`config.mk`:
```
export PLATFORM = sky130hd
export DESIGN_NAME = lsu_bus_fwd
export DESIGN_NICKNAME = d
export VERILOG_FILES = /design/src/hdl/lsu_bus_pkg.sv /design/src/hdl/lsu_op_pkg.sv /design/src/hdl/lsu_stage_if.sv /design/src/hdl/lsu_stage_pipe.sv /design/src/hdl/lsu_fwd_match.sv /design/src/hdl/lsu_fwd_merge.sv /design/src/hdl/lsu_coalesce_chk.sv /design/src/hdl/lsu_bus_fwd.sv
export SDC_FILE = /design/constraint.sdc
export NUM_CORES = 1
export LEC_CHECK = 0
export BUFFER_PORTS_ARGS = -buffer_cell sky130_fd_sc_hd__buf_2
export CAP_MARGIN = 20
export CORE_UTILIZATION = 61
export CTS_CLUSTER_DIAMETER = 100
export DETAILED_ROUTE_END_ITERATION = 10
export PLACE_DENSITY = 0.89
export SYNTH_ARGS = -nofsm -noshare
export SYNTH_HDL_FRONTEND = slang
export SYNTH_SLANG_ARGS = --single-unit
```
`constraint.sdc`:
```
create_clock -name clk -period 4.1 [get_ports clk]
set_clock_uncertainty 0.15 [all_clocks]
set_input_delay 0.615 -clock clk [delete_from_list [all_inputs] [get_ports clk]]
set_output_delay 0.615 -clock clk [all_outputs]
set_load 0.005 [all_outputs]
```
`src/hdl/lsu_bus_pkg.sv`:
```
// lsu bus package: data path widths and vector types for the load/store bus interface
package lsu_bus_pkg;

   localparam int BYTES_PER_WORD = 4;
   localparam int WORD_ADDR_LSB  = 2;   // first bit of the word index
   localparam int DW_ADDR_LSB    = 3;   // first bit of the doubleword index

   // ****************************************
   // vector types
   // ****************************************
   typedef logic [31:0] addr_t;                          // byte address
   typedef logic [31:0] word_t;                          // one data word
   typedef logic [63:0] dword_t;                         // hi lane : lo lane
   typedef logic [BYTES_PER_WORD-1:0]   byteen_t;        // byte enables of one word
   typedef logic [2*BYTES_PER_WORD-1:0] byteen_ext_t;    // byte enables over both lanes
   typedef logic [31:DW_ADDR_LSB]       dw_addr_t;       // doubleword index

endpackage

```
`src/hdl/lsu_op_pkg.sv`:
```
// lsu op package: access sizes and pipeline stage counts of the load/store unit
package lsu_op_pkg;

   // access size as carried down the pipe, 2'b11 is not used
   typedef enum logic [1:0] {
      size_byte = 2'b00,
      size_half = 2'b01,
      size_word = 2'b10
   } access_size_e;

   // older stages searched by a dc2 load, dc3 first
   localparam int NUM_FWD_STAGES = 3;

endpackage

```
`src/hdl/lsu_stage_if.sv`:
```
// lsu stage interface: the access fields held by one pipe stage
`timescale 1ns/10ps

interface lsu_stage_if;

   logic                     valid;
   logic                     load;
   logic                     store;
   logic                     busreq;       // access goes to the bus
   logic                     sideeffect;   // side-effect region, never forwarded
   lsu_bus_pkg::addr_t       addr;
   lsu_bus_pkg::addr_t       end_addr;     // last byte touched
   lsu_op_pkg::access_size_e size;
   lsu_bus_pkg::byteen_t     byteen;       // unshifted, bit 0 is the first byte
   logic                     dual;         // spills into the next word
   lsu_bus_pkg::word_t       store_data;

   modport src (
      output valid, load, store, busreq, sideeffect,
      output addr, end_addr, size, byteen, dual, store_data
   );

   modport dst (
      input valid, load, store, busreq, sideeffect,
      input addr, end_addr, size, byteen, dual, store_data
   );

endinterface

```
`src/hdl/lsu_stage_pipe.sv`:
```
// lsu stage pipe: dc1 access decode and the dc2 to dc5 stage registers
`timescale 1ns/10ps

module lsu_stage_pipe (
   input  logic                     clk,
   input  logic                     rst_n,
   input  logic                     valid_dc1,
   input  logic                     load_dc1,
   input  logic                     store_dc1,
   input  lsu_op_pkg::access_size_e size_dc1,
   input  lsu_bus_pkg::addr_t       addr_dc1,
   input  lsu_bus_pkg::word_t       store_data_dc1,
   input  logic                     busreq_dc1,
   input  logic                     sideeffect_dc1,
   lsu_stage_if.src                 dc2,
   lsu_stage_if.src                 dc3,
   lsu_stage_if.src                 dc4,
   lsu_stage_if.src                 dc5
);

   lsu_bus_pkg::byteen_t byteen_dc1;
   lsu_bus_pkg::addr_t   end_addr_dc1;
   logic [1:0]           last_off;       // size in bytes minus one
   logic                 dual_dc1;

   // ****************************************
   // dc1 decode
   // ****************************************
   always_comb begin
      case (size_dc1)
         lsu_op_pkg::size_word: begin
            byteen_dc1 = 4'b1111;
            last_off   = 2'd3;
         end
         lsu_op_pkg::size_half: begin
            byteen_dc1 = 4'b0011;
            last_off   = 2'd1;
         end
         default: begin
            byteen_dc1 = 4'b0001;
            last_off   = 2'd0;
         end
      endcase
   end

   assign end_addr_dc1 = addr_dc1 + lsu_bus_pkg::addr_t'(last_off);
   // crossing into the other word of the doubleword
   assign dual_dc1 = addr_dc1[lsu_bus_pkg::WORD_ADDR_LSB] ^
                     end_addr_dc1[lsu_bus_pkg::WORD_ADDR_LSB];

   // ****************************************
   // stage registers
   // ****************************************
   always_ff @(posedge clk) begin
      if (!rst_n) begin
         dc2.valid  <= 1'b0;
         dc3.valid  <= 1'b0;
         dc4.valid  <= 1'b0;
         dc5.valid  <= 1'b0;
         dc2.busreq <= 1'b0;
         dc3.busreq <= 1'b0;
         dc4.busreq <= 1'b0;
         dc5.busreq <= 1'b0;
      end else begin
         dc2.valid  <= valid_dc1;
         dc3.valid  <= dc2.valid;
         dc4.valid  <= dc3.valid;
         dc5.valid  <= dc4.valid;
         dc2.busreq <= busreq_dc1;
         dc3.busreq <= dc2.busreq;
         dc4.busreq <= dc3.busreq;
         dc5.busreq <= dc4.busreq;
      end
   end

   // payload only, qualified by valid and busreq downstream
   always_ff @(posedge clk) begin
      dc2.load       <= load_dc1;
      dc2.store      <= store_dc1;
      dc2.sideeffect <= sideeffect_dc1;
      dc2.addr       <= addr_dc1;
      dc2.end_addr   <= end_addr_dc1;
      dc2.size       <= size_dc1;
      dc2.byteen     <= byteen_dc1;
      dc2.dual       <= dual_dc1;
      dc2.store_data <= store_data_dc1;

      dc3.load       <= dc2.load;
      dc3.store      <= dc2.store;
      dc3.sideeffect <= dc2.sideeffect;
      dc3.addr       <= dc2.addr;
      dc3.end_addr   <= dc2.end_addr;
      dc3.size       <= dc2.size;
      dc3.byteen     <= dc2.byteen;
      dc3.dual       <= dc2.dual;
      dc3.store_data <= dc2.store_data;

      dc4.load       <= dc3.load;
      dc4.store      <= dc3.store;
      dc4.sideeffect <= dc3.sideeffect;
      dc4.addr       <= dc3.addr;
      dc4.end_addr   <= dc3.end_addr;
      dc4.size       <= dc3.size;
      dc4.byteen     <= dc3.byteen;
      dc4.dual       <= dc3.dual;
      dc4.store_data <= dc3.store_data;

      dc5.load       <= dc4.load;
      dc5.store      <= dc4.store;
      dc5.sideeffect <= dc4.sideeffect;
      dc5.addr       <= dc4.addr;
      dc5.end_addr   <= dc4.end_addr;
      dc5.size       <= dc4.size;
      dc5.byteen     <= dc4.byteen;
      dc5.dual       <= dc4.dual;
      dc5.store_data <= dc4.store_data;
   end

   // an access issued upstream is a load or a store, never both
   a_ld_st_excl: assert property (@(posedge clk) disable iff (!rst_n)
      valid_dc1 |=> !(dc2.load && dc2.store));

endmodule

```
`src/hdl/lsu_fwd_match.sv`:
```
// lsu forward match: per-byte hit of a dc2 load against one older store stage
`timescale 1ns/10ps

module lsu_fwd_match (
   lsu_stage_if.dst             ld,
   lsu_stage_if.dst             st,
   output lsu_bus_pkg::byteen_t byte_hit_lo,
   output lsu_bus_pkg::byteen_t byte_hit_hi,
   output lsu_bus_pkg::word_t   fwd_data_lo,
   output lsu_bus_pkg::word_t   fwd_data_hi
);

   localparam int WL = lsu_bus_pkg::WORD_ADDR_LSB;

   lsu_bus_pkg::byteen_ext_t ld_en_ext;
   lsu_bus_pkg::byteen_ext_t st_en_ext;
   lsu_bus_pkg::dword_t      st_data_ext;
   logic                     st_ok;
   logic                     ldlo_stlo, ldlo_sthi, ldhi_stlo, ldhi_sthi;

   // lane split, lo lane is the word of addr, hi lane the next one
   assign ld_en_ext   = {4'b0, ld.byteen} << ld.addr[1:0];
   assign st_en_ext   = {4'b0, st.byteen} << st.addr[1:0];
   assign st_data_ext = {32'b0, st.store_data} << {st.addr[1:0], 3'b000};

   assign st_ok = st.valid & st.store & ld.busreq;

   // word index compares, load lane first
   assign ldlo_stlo = st_ok & (ld.addr[31:WL] == st.addr[31:WL]);
   assign ldlo_sthi = st_ok & (ld.addr[31:WL] == st.end_addr[31:WL]);
   assign ldhi_stlo = st_ok & (ld.end_addr[31:WL] == st.addr[31:WL]);
   assign ldhi_sthi = st_ok & (ld.end_addr[31:WL] == st.end_addr[31:WL]);

   for (genvar i = 0; i < lsu_bus_pkg::BYTES_PER_WORD; i++) begin : g_byte
      localparam int HI = i + lsu_bus_pkg::BYTES_PER_WORD;
      logic lo_from_lo, lo_from_hi, hi_from_lo, hi_from_hi;

      assign lo_from_lo = ldlo_stlo & ld_en_ext[i]  & st_en_ext[i];
      assign lo_from_hi = ldlo_sthi & ld_en_ext[i]  & st_en_ext[HI];
      assign hi_from_lo = ldhi_stlo & ld_en_ext[HI] & st_en_ext[i];
      assign hi_from_hi = ldhi_sthi & ld_en_ext[HI] & st_en_ext[HI];

      assign byte_hit_lo[i] = lo_from_lo | lo_from_hi;
      assign byte_hit_hi[i] = hi_from_lo | hi_from_hi;

      assign fwd_data_lo[8*i +: 8] = lo_from_lo ? st_data_ext[8*i +: 8]  :
                                     lo_from_hi ? st_data_ext[8*HI +: 8] : 8'h00;
      assign fwd_data_hi[8*i +: 8] = hi_from_lo ? st_data_ext[8*i +: 8]  :
                                     hi_from_hi ? st_data_ext[8*HI +: 8] : 8'h00;
   end

endmodule

```
`src/hdl/lsu_fwd_merge.sv`:
```
// lsu forward merge combining stage hits, deciding full hit and muxing dc3 read data
`timescale 1ns/10ps

module lsu_fwd_merge (
   input  logic                 clk,
   input  logic                 rst_n,
   lsu_stage_if.dst             ld,
   // index 0 is the youngest store in dc3
   input  lsu_bus_pkg::byteen_t hit_lo  [lsu_op_pkg::NUM_FWD_STAGES],
   input  lsu_bus_pkg::byteen_t hit_hi  [lsu_op_pkg::NUM_FWD_STAGES],
   input  lsu_bus_pkg::word_t   data_lo [lsu_op_pkg::NUM_FWD_STAGES],
   input  lsu_bus_pkg::word_t   data_hi [lsu_op_pkg::NUM_FWD_STAGES],
   input  lsu_bus_pkg::word_t   ld_bus_data_dc3,
   output lsu_bus_pkg::word_t   bus_read_data_dc3,
   output logic                 ld_full_hit_dc3
);

   localparam int BPW = lsu_bus_pkg::BYTES_PER_WORD;

   lsu_bus_pkg::byteen_ext_t ld_en_ext;
   lsu_bus_pkg::byteen_t     any_hit_lo;
   lsu_bus_pkg::byteen_t     any_hit_hi;
   lsu_bus_pkg::dword_t      fwd_pair;
   lsu_bus_pkg::word_t       fwd_data_dc2;
   lsu_bus_pkg::word_t       fwd_data_dc3;
   logic                     full_lo, full_hi;
   logic                     full_hit_dc2;

   // ****************************************
   // byte priority with the youngest store winning
   // ****************************************
   always_comb begin
      any_hit_lo = '0;
      any_hit_hi = '0;
      fwd_pair   = '0;
      // walk oldest to youngest so dc3 lands last
      for (int s = lsu_op_pkg::NUM_FWD_STAGES - 1; s >= 0; s--) begin
         for (int b = 0; b < BPW; b++) begin
            if (hit_lo[s][b])
               fwd_pair[8*b +: 8] = data_lo[s][8*b +: 8];
            if (hit_hi[s][b])
               fwd_pair[8*(b + BPW) +: 8] = data_hi[s][8*b +: 8];
         end
         any_hit_lo = any_hit_lo | hit_lo[s];
         any_hit_hi = any_hit_hi | hit_hi[s];
      end
   end

   assign ld_en_ext = {4'b0, ld.byteen} << ld.addr[1:0];

   // every enabled byte must be covered
   assign full_lo = &(any_hit_lo | ~ld_en_ext[BPW-1:0]);
   assign full_hi = &(any_hit_hi | ~ld_en_ext[2*BPW-1:BPW]);

   assign full_hit_dc2 = full_lo & full_hi & ld.valid & ld.load & ld.busreq & ~ld.sideeffect;

   // realign to the load's byte offset
   assign fwd_data_dc2 = lsu_bus_pkg::word_t'(fwd_pair >> {ld.addr[1:0], 3'b000});

   // ****************************************
   // dc3
   // ****************************************
   always_ff @(posedge clk) begin
      if (!rst_n)
         ld_full_hit_dc3 <= 1'b0;
      else
         ld_full_hit_dc3 <= full_hit_dc2;
   end

   always_ff @(posedge clk) begin
      fwd_data_dc3 <= fwd_data_dc2;
   end

   assign bus_read_data_dc3 = ld_full_hit_dc3 ? fwd_data_dc3 : ld_bus_data_dc3;

   // a full hit is built from forwarded bytes and never from an empty byte mask
   a_full_hit_fwd: assert property (@(posedge clk) disable iff (!rst_n)
      ld_full_hit_dc3 |-> $past(|{any_hit_hi, any_hit_lo}));

endmodule

```
`src/hdl/lsu_coalesce_chk.sv`:
```
// lsu coalesce check: dc5 alignment and word/doubleword merge blockers
`timescale 1ns/10ps

module lsu_coalesce_chk (
   lsu_stage_if.dst dc2,
   lsu_stage_if.dst dc3,
   lsu_stage_if.dst dc4,
   lsu_stage_if.dst dc5,
   output logic     lsu_busreq_dc5,
   output logic     is_aligned_dc5,
   output logic     no_word_merge_dc5,
   output logic     no_dword_merge_dc5
);

   lsu_bus_pkg::addr_t   yng_addr;      // nearest younger bus request
   lsu_bus_pkg::dw_addr_t dw_dc5, dw_yng;
   logic                 yng_found, yng_load;
   logic                 dw_match, word_match;
   logic                 chk_dc5;

   assign lsu_busreq_dc5 = dc5.busreq;

   assign is_aligned_dc5 = ((dc5.size == lsu_op_pkg::size_word) & (dc5.addr[1:0] == 2'b00)) |
                           ((dc5.size == lsu_op_pkg::size_half) & ~dc5.addr[0]);

   // dc4 is closest to dc5
   always_comb begin
      yng_found = dc4.busreq | dc3.busreq | dc2.busreq;
      if (dc4.busreq) begin
         yng_load = dc4.load;
         yng_addr = dc4.addr;
      end else if (dc3.busreq) begin
         yng_load = dc3.load;
         yng_addr = dc3.addr;
      end else begin
         yng_load = dc2.load;
         yng_addr = dc2.addr;
      end
   end

   assign dw_dc5     = dc5.addr[31:lsu_bus_pkg::DW_ADDR_LSB];
   assign dw_yng     = yng_addr[31:lsu_bus_pkg::DW_ADDR_LSB];
   assign dw_match   = (dw_dc5 == dw_yng);
   assign word_match = dw_match & (dc5.addr[lsu_bus_pkg::WORD_ADDR_LSB] ==
                                   yng_addr[lsu_bus_pkg::WORD_ADDR_LSB]);

   assign chk_dc5 = dc5.busreq & ~dc5.dual & yng_found;

   assign no_word_merge_dc5  = chk_dc5 & (yng_load | ~word_match);
   assign no_dword_merge_dc5 = chk_dc5 & (yng_load | ~dw_match);

endmodule

```
`src/hdl/lsu_bus_fwd.sv`:
```
// lsu bus forward top: store-to-load forwarding and coalescing checks of the lsu pipe
`timescale 1ns/10ps

module lsu_bus_fwd (
   input  logic                     clk,
   input  logic                     rst_n,
   input  logic                     valid_dc1,
   input  logic                     load_dc1,
   input  logic                     store_dc1,
   input  lsu_op_pkg::access_size_e size_dc1,
   input  lsu_bus_pkg::addr_t       addr_dc1,
   input  lsu_bus_pkg::word_t       store_data_dc1,
   input  logic                     busreq_dc1,
   input  logic                     sideeffect_dc1,
   input  lsu_bus_pkg::word_t       ld_bus_data_dc3,    // bus return data
   output lsu_bus_pkg::word_t       bus_read_data_dc3,
   output logic                     ld_full_hit_dc3,
   output logic                     lsu_busreq_dc5,
   output logic                     is_aligned_dc5,
   output logic                     no_word_merge_dc5,
   output logic                     no_dword_merge_dc5
);

   // per store stage lanes, 0 is dc3
   lsu_bus_pkg::byteen_t hit_lo  [lsu_op_pkg::NUM_FWD_STAGES];
   lsu_bus_pkg::byteen_t hit_hi  [lsu_op_pkg::NUM_FWD_STAGES];
   lsu_bus_pkg::word_t   data_lo [lsu_op_pkg::NUM_FWD_STAGES];
   lsu_bus_pkg::word_t   data_hi [lsu_op_pkg::NUM_FWD_STAGES];

   lsu_stage_if st_dc2 ();
   lsu_stage_if st_dc3 ();
   lsu_stage_if st_dc4 ();
   lsu_stage_if st_dc5 ();

   // ****************************************
   // pipe
   // ****************************************
   lsu_stage_pipe u_pipe (
      .clk            (clk),
      .rst_n          (rst_n),
      .valid_dc1      (valid_dc1),
      .load_dc1       (load_dc1),
      .store_dc1      (store_dc1),
      .size_dc1       (size_dc1),
      .addr_dc1       (addr_dc1),
      .store_data_dc1 (store_data_dc1),
      .busreq_dc1     (busreq_dc1),
      .sideeffect_dc1 (sideeffect_dc1),
      .dc2            (st_dc2),
      .dc3            (st_dc3),
      .dc4            (st_dc4),
      .dc5            (st_dc5)
   );

   // ****************************************
   // forwarding
   // ****************************************
   lsu_fwd_match u_match_dc3 (
      .ld (st_dc2), .st (st_dc3),
      .byte_hit_lo (hit_lo[0]), .byte_hit_hi (hit_hi[0]),
      .fwd_data_lo (data_lo[0]), .fwd_data_hi (data_hi[0])
   );

   lsu_fwd_match u_match_dc4 (
      .ld (st_dc2), .st (st_dc4),
      .byte_hit_lo (hit_lo[1]), .byte_hit_hi (hit_hi[1]),
      .fwd_data_lo (data_lo[1]), .fwd_data_hi (data_hi[1])
   );

   lsu_fwd_match u_match_dc5 (
      .ld (st_dc2), .st (st_dc5),
      .byte_hit_lo (hit_lo[2]), .byte_hit_hi (hit_hi[2]),
      .fwd_data_lo (data_lo[2]), .fwd_data_hi (data_hi[2])
   );

   lsu_fwd_merge u_merge (
      .clk               (clk),
      .rst_n             (rst_n),
      .ld                (st_dc2),
      .hit_lo            (hit_lo),
      .hit_hi            (hit_hi),
      .data_lo           (data_lo),
      .data_hi           (data_hi),
      .ld_bus_data_dc3   (ld_bus_data_dc3),
      .bus_read_data_dc3 (bus_read_data_dc3),
      .ld_full_hit_dc3   (ld_full_hit_dc3)
   );

   lsu_coalesce_chk u_coalesce (
      .dc2                (st_dc2),
      .dc3                (st_dc3),
      .dc4                (st_dc4),
      .dc5                (st_dc5),
      .lsu_busreq_dc5     (lsu_busreq_dc5),
      .is_aligned_dc5     (is_aligned_dc5),
      .no_word_merge_dc5  (no_word_merge_dc5),
      .no_dword_merge_dc5 (no_dword_merge_dc5)
   );

endmodule

```
==> results of run 1 <==
-- cell families after synthesis --
family                   count (synthesis)  synth area share (%)
buffers and inverters                  176                  3.46
flip-flops                             445                  41.5
adder cells (fa/ha/maj)                  2                 0.116
XOR/XNOR                               420                  17.1
multiplexers                           149                  7.35
AND/OR/NAND/NOR                        690                  17.1
AO/OA/AOI/OAI                          413                  13.4
-- routing by layer --
layer	track usage, %	overflow
met4	55.7	5
met5	4.40	0
met1	61.1	0
met3	29.5	0
met2	79.0	1
-- Yosys cell counts, types with 14 or more instances --
master / number
a21o_1: 23
a21oi_1: 79
a22o_1: 19
a22oi_1: 40
and2_1: 29
and3_1: 14
buf_1: 14
buf_2: 20
clkbuf_1: 105
dfxtp_1: 445
inv_1: 25
mux2_2: 70
mux2i_1: 79
nand2_1: 188
nand3_1: 58
nand4_1: 55
nor2_1: 94
nor2b_1: 14
nor3_1: 38
nor4_1: 96
o2111ai_1: 14
o21ai_0: 90
o221ai_1: 24
or4_1: 20
xnor2_1: 147
xor2_1: 273
-- timing repair --
item / 4_1_cts
hold buffers: 40
endpoints found under the hold margin: 40
resized for setup: 3
setup endpoints to repair: 2
-- stage by stage --
step                      util, %  cells  hold WS [ns]
after detailed placement     67.5   2904         0.162
after floorplan                 -   2295         0.160
after CTS                    73.7   3029       0.00245
after global placement       67.5   2904         0.161
==> run_results.csv, run 1 <==
group,metric,value,unit
placement,gp_congestion,1.23,
cts,clockBufferDepth,3,
global_route,first_global_vias,21787,
cts,post-cts-setup-buffers,0,
die,start_util,62.0,%
cts,numCtsBuffers,46,
cts,root_buffer,"clkbuf_16",
logic_synthesis,synth_nets,2402,
outcome,lastStage,"global routing (5_1_grt)",
logic_synthesis,synth_area_leaders,"dfxtp_1 41%, xor2_1 11%, xnor2_1 6.0%",
die,rows,68,
outcome,firstError,"[ERROR GRT-0116] Global routing finished with congestion. Check the congestion regions in the DRC Viewer.",
die,fp.dieW,190,um
global_route,grt_max_degree,51,
logic_synthesis,ys_types,75,
cts,htreeDepth,2,
logic_synthesis,synth_warnings,0,
placement,place_area,23400,um^2
die,ios,142,
die,die_h,190,um
global_route,grt.total_usage,57.0,%
global_route,grt_first_pass_wirelength,149000,um
cts,clock_sinks,445,
logic_synthesis,seq_area_frac_synth,41.5,%
logic_synthesis,avgSynthCellArea,9.36,um^2
logic_synthesis,ys_seq_elements,445,
logic_synthesis,async_flop_share,0,%
placement,hpwl,73600,um
placement,dpl_worst_slack,0.185,ns
logic_synthesis,synth_top_area_share,41.5,%
logic_synthesis,synth_cells,2295,
outcome,status,"did not finish",
global_route,grt_overflow,6,
logic_synthesis,ys.flop_type,"dfxtp_1",
placement,numPortBuffers,141,
logic_synthesis,synth_top_area_cell,"dfxtp_1",
logic_synthesis,synth_edf_count,0,
logic_synthesis,syn_area,21500,um^2
==> run 2, diff against run 1 <==
Settings changed: CORE_UTILIZATION 61 to 40, CTS_CLUSTER_DIAMETER 100 to unset, PLACE_DENSITY 0.89 to unset, PLACE_DENSITY_LB_ADDON set to 0.15.
==> run 2 against run 1 <==
  * The flow now finishes without violations
  * Synthesized cell count did not move
  * Area after synthesis unchanged
==> run_results.csv, run 2 <==
group,metric,value,unit
logic_synthesis,avgSynthCellArea,9.36,um^2
cts,numCtsBuffers,49,
layout,syn2layout_area_growth,24.4,%
logic_synthesis,synth_mux_area_share,7.35,%
placement,hpwl,88600,um
sta,hold_viol,0,
layout,final_net_count,2753,
detailed_routing,drt_first_pass_iters,8,
logic_synthesis,synth_top_area_cell,"dfxtp_1",
power_and_ir_drop,p_leak,10.7,nW
detailed_routing,wire_per_inst,32.5,um
logic_synthesis,synth_nets,2402,
cts,root_buffer,"clkbuf_16",
min_path,min-delay-start,"addr_dc1[28]",
detailed_routing,drt_first_iter_violations,3657,
setup_path,path_max_fanout,9,
placement,numPortBuffers,141,
setup_path,cpMostUsedCell,"nand3_1",
sta,relSlewSlack,15.1,%
logic_synthesis,ys_top_cells_by_count,"445 x dfxtp_1, 273 x xor2_1, 188 x nand2_1",
sta,period_minus_slack,4.09,ns
logic_synthesis,synth_xor_area_share,17.1,%
min_path,worstHoldPathCells,1,
logic_synthesis,synth_top_area_share,41.5,%
die,fp.dieW,234,um
layout,fin_util,50.7,%
cts,clk_pin_slew_worst_paths,0.07,ns
sta,max_freq,245,MHz
power_and_ir_drop,p_per_area,414,nW/um^2
setup_path,r2r_cells,9,
setup_path,r2r-start,"u_pipe.dc2.busreq",
logic_synthesis,synth_edf_count,0,
global_route,grt_first_pass_wirelength,148000,um
die,core_area,52800,um^2
placement,place_area,24600,um^2
setup_path,critPathBufInv,1,
min_path,min_to,"u_pipe.dc2.addr[28]",
global_route,grt.total_usage,39.4,%
logic_synthesis,synth_fa_ha_area_share,0.117,%
sta,tightest_slew,1.27,ns
layout,final_cell_mix,"443 x dfxtp_1, 273 x xor2_1, 254 x buf_4",
global_route,grt_busiest_layer,"met1",
setup_path,critPathKind,"reg2reg",
detailed_routing,ant_nets,0,
sta,min_period_over_period,99.7,%
detailed_routing,drt-total-wl,110000,um
setup_path,r2r-end,"u_merge.fwd_data_dc3[28]",
sta,drv_slew,0,
cts,clkLatencyLatePin,0.60,ns
logic_synthesis,syn_area,21500,um^2
global_route,grt_use_met1,59.0,%
layout,drive_gt1_share,22.6,%
cts,post-cts-setup-buffers,0,
die,rows,84,
layout,multiInputGateArea,11900,um^2
logic_synthesis,synth_most_common_cell,"dfxtp_1",
job,max_cap_violations,0,
logic_synthesis,synth_top_family_by_area,"XOR/XNOR gates",
sta,setup_viol,0,
global_route,use_met2,50.8,%
detailed_routing,vias_per_cell,6.19,
logic_synthesis,seq_area_frac_synth,41.5,%
layout,finalInstanceArea,26700,um^2
layout,seqCellArea,8910,um^2
die,die_area,54600,um^2
logic_synthesis,synth_compound_area_share,13.4,%
global_route,first_global_vias,18966,
die,die_h,234,um
setup_path,rrSetupSlack,0.01,ns
logic_synthesis,async_flop_share,0,%
cts,clockBufferDepth,3,
cts,cts_tree,"yes",
power_and_ir_drop,total_power,11.1,mW
setup_path,cpLargestDelayFamily,"simple AND/OR/NAND/NOR gates",
setup_path,crit_arrival,4.44,ns
outcome,status,"complete, no violations",
logic_synthesis,synth_warnings,0,
layout,fill_cells,5003,
global_route,antenna_found_initial,10,
detailed_routing,vias,20883,
logic_synthesis,synth_area_leaders,"dfxtp_1 41%, xor2_1 11%, xnor2_1 6.0%",
logic_synthesis,ys_types,75,
detailed_routing,drc,0,
global_route,grt_overflow,0,
setup_path,end_kind,"flip-flop",
global_route,grt_max_degree,38,
setup_path,slowest_stage,"nor4_1",
die,start_util,40.7,%
setup_path,slowest_delay,0.68,ns
logic_synthesis,synth_simple_gate_area_share,17.1,%
placement,gp_congestion,1.18,
min_path,min_path_type,"in2reg",
die,ios,142,
cts,htreeDepth,2,
logic_synthesis,ys_seq_elements,445,
power_and_ir_drop,vdd_drop_max,0.413,mV
setup_path,startpoint_type,"flip-flop",
global_route,grtUsageMet3,16.9,%
setup_path,cp.depth,9,
setup_path,worstPathRequired,4.45,ns
logic_synthesis,ys.flop_type,"dfxtp_1",
setup_path,cp_cell_sequence,"nand3_1, nor3_1, nand3_1, nor4_1, buf_4, a22oi_1, o211a_1, o32a_1, o221ai_1",
layout,final_common_cell,"dfxtp_1",
logic_synthesis,synth_cells,2295,
cts,clock_sinks,445,
-- run 2: worst reg2reg max path, delay by kind of cell, from the launching register on --
family,cells,cell delay (ns)
AO/OA/AOI/OAI,4,1.04
buffers and inverters,1,0.26
flip-flops,1,0.42
AND/OR/NAND/NOR,4,2.12
-- run 2: worst max-delay path by stage --
stage                              from                        to  slack (ns)
floorplan                   size_dc1[0]   u_pipe.dc2.end_addr[31]        0.88
global placement    u_pipe.dc2.addr[12]   u_merge.fwd_data_dc3[1]       -0.20
detailed placement  u_pipe.dc2.addr[12]   u_merge.fwd_data_dc3[1]       -0.17
CTS                 u_pipe.dc2.addr[19]   u_merge.fwd_data_dc3[3]        0.07
global route          u_pipe.dc3.busreq         no_word_merge_dc5       -0.02
finish                u_pipe.dc2.busreq  u_merge.fwd_data_dc3[28]        0.01
-- run 2: cells by family (layout without fill, tap and decap cells) --
group                    after synthesis  count (layout)
AO/OA/AOI/OAI                        413             413
XOR/XNOR                             420             420
adder cells (fa/ha/maj)                2               2
buffers and inverters                176             565
flip-flops                           445             445
multiplexers                         149             149
other                                  0               1
AND/OR/NAND/NOR                      690             690
-- run 2: cell type report --
cell class | instances | share of cell area, %
multi-input cells | 1674 | 44.5
flip-flops and latches | 445 | 33.3
repair buffers | 448 | 12.2
clock buffers | 56 | 4.76
well taps | 688 | 3.22
clock inverters | 33 | 1.53
inverters | 28 | 0.393
diodes | 1 | 0.00936
-- run 2: timing repair --
action | CTS | global route
resized for setup | 2 | 6
hold endpoints to repair | 41 | 0
hold buffers | 41 | 0
endpoints found under the setup margin | 11 | 6
pin swaps | 0 | 1
-- run 2: metrics by stage --
step / worst slack (ns) / TNS (ns) / hold slack (ns) / std cells
CTS: 0.0722 / 0 / 0.00246 / 3372
global placement: -0.200 / -1.27 / 0.160 / 3242
detailed placement: -0.171 / -0.684 / 0.162 / 3242
global route: -0.0189 / -0.0189 / 0.0145 / 3372
floorplan: 0.879 / 0 / 0.160 / 2295
finish: 0.0117 / 0 / 0.0252 / 3373
-- run 2: where the power goes --
group          total (mW)  leakage, nW  internal, mW  switching [mW]
logic                1.48         6.17         0.579           0.897
registers            4.91         3.74          4.56           0.346
clock network        4.69        0.805          2.70            1.99
-- run 2: layer usage --
layer | wire (um) | part of all wire, %
met5 | 78 | 0.071
met4 | 2460 | 2.2
met3 | 17100 | 16
met2 | 41200 | 38
met1 | 48900 | 45
No activity file was read; power rests on OpenSTA's default activity.
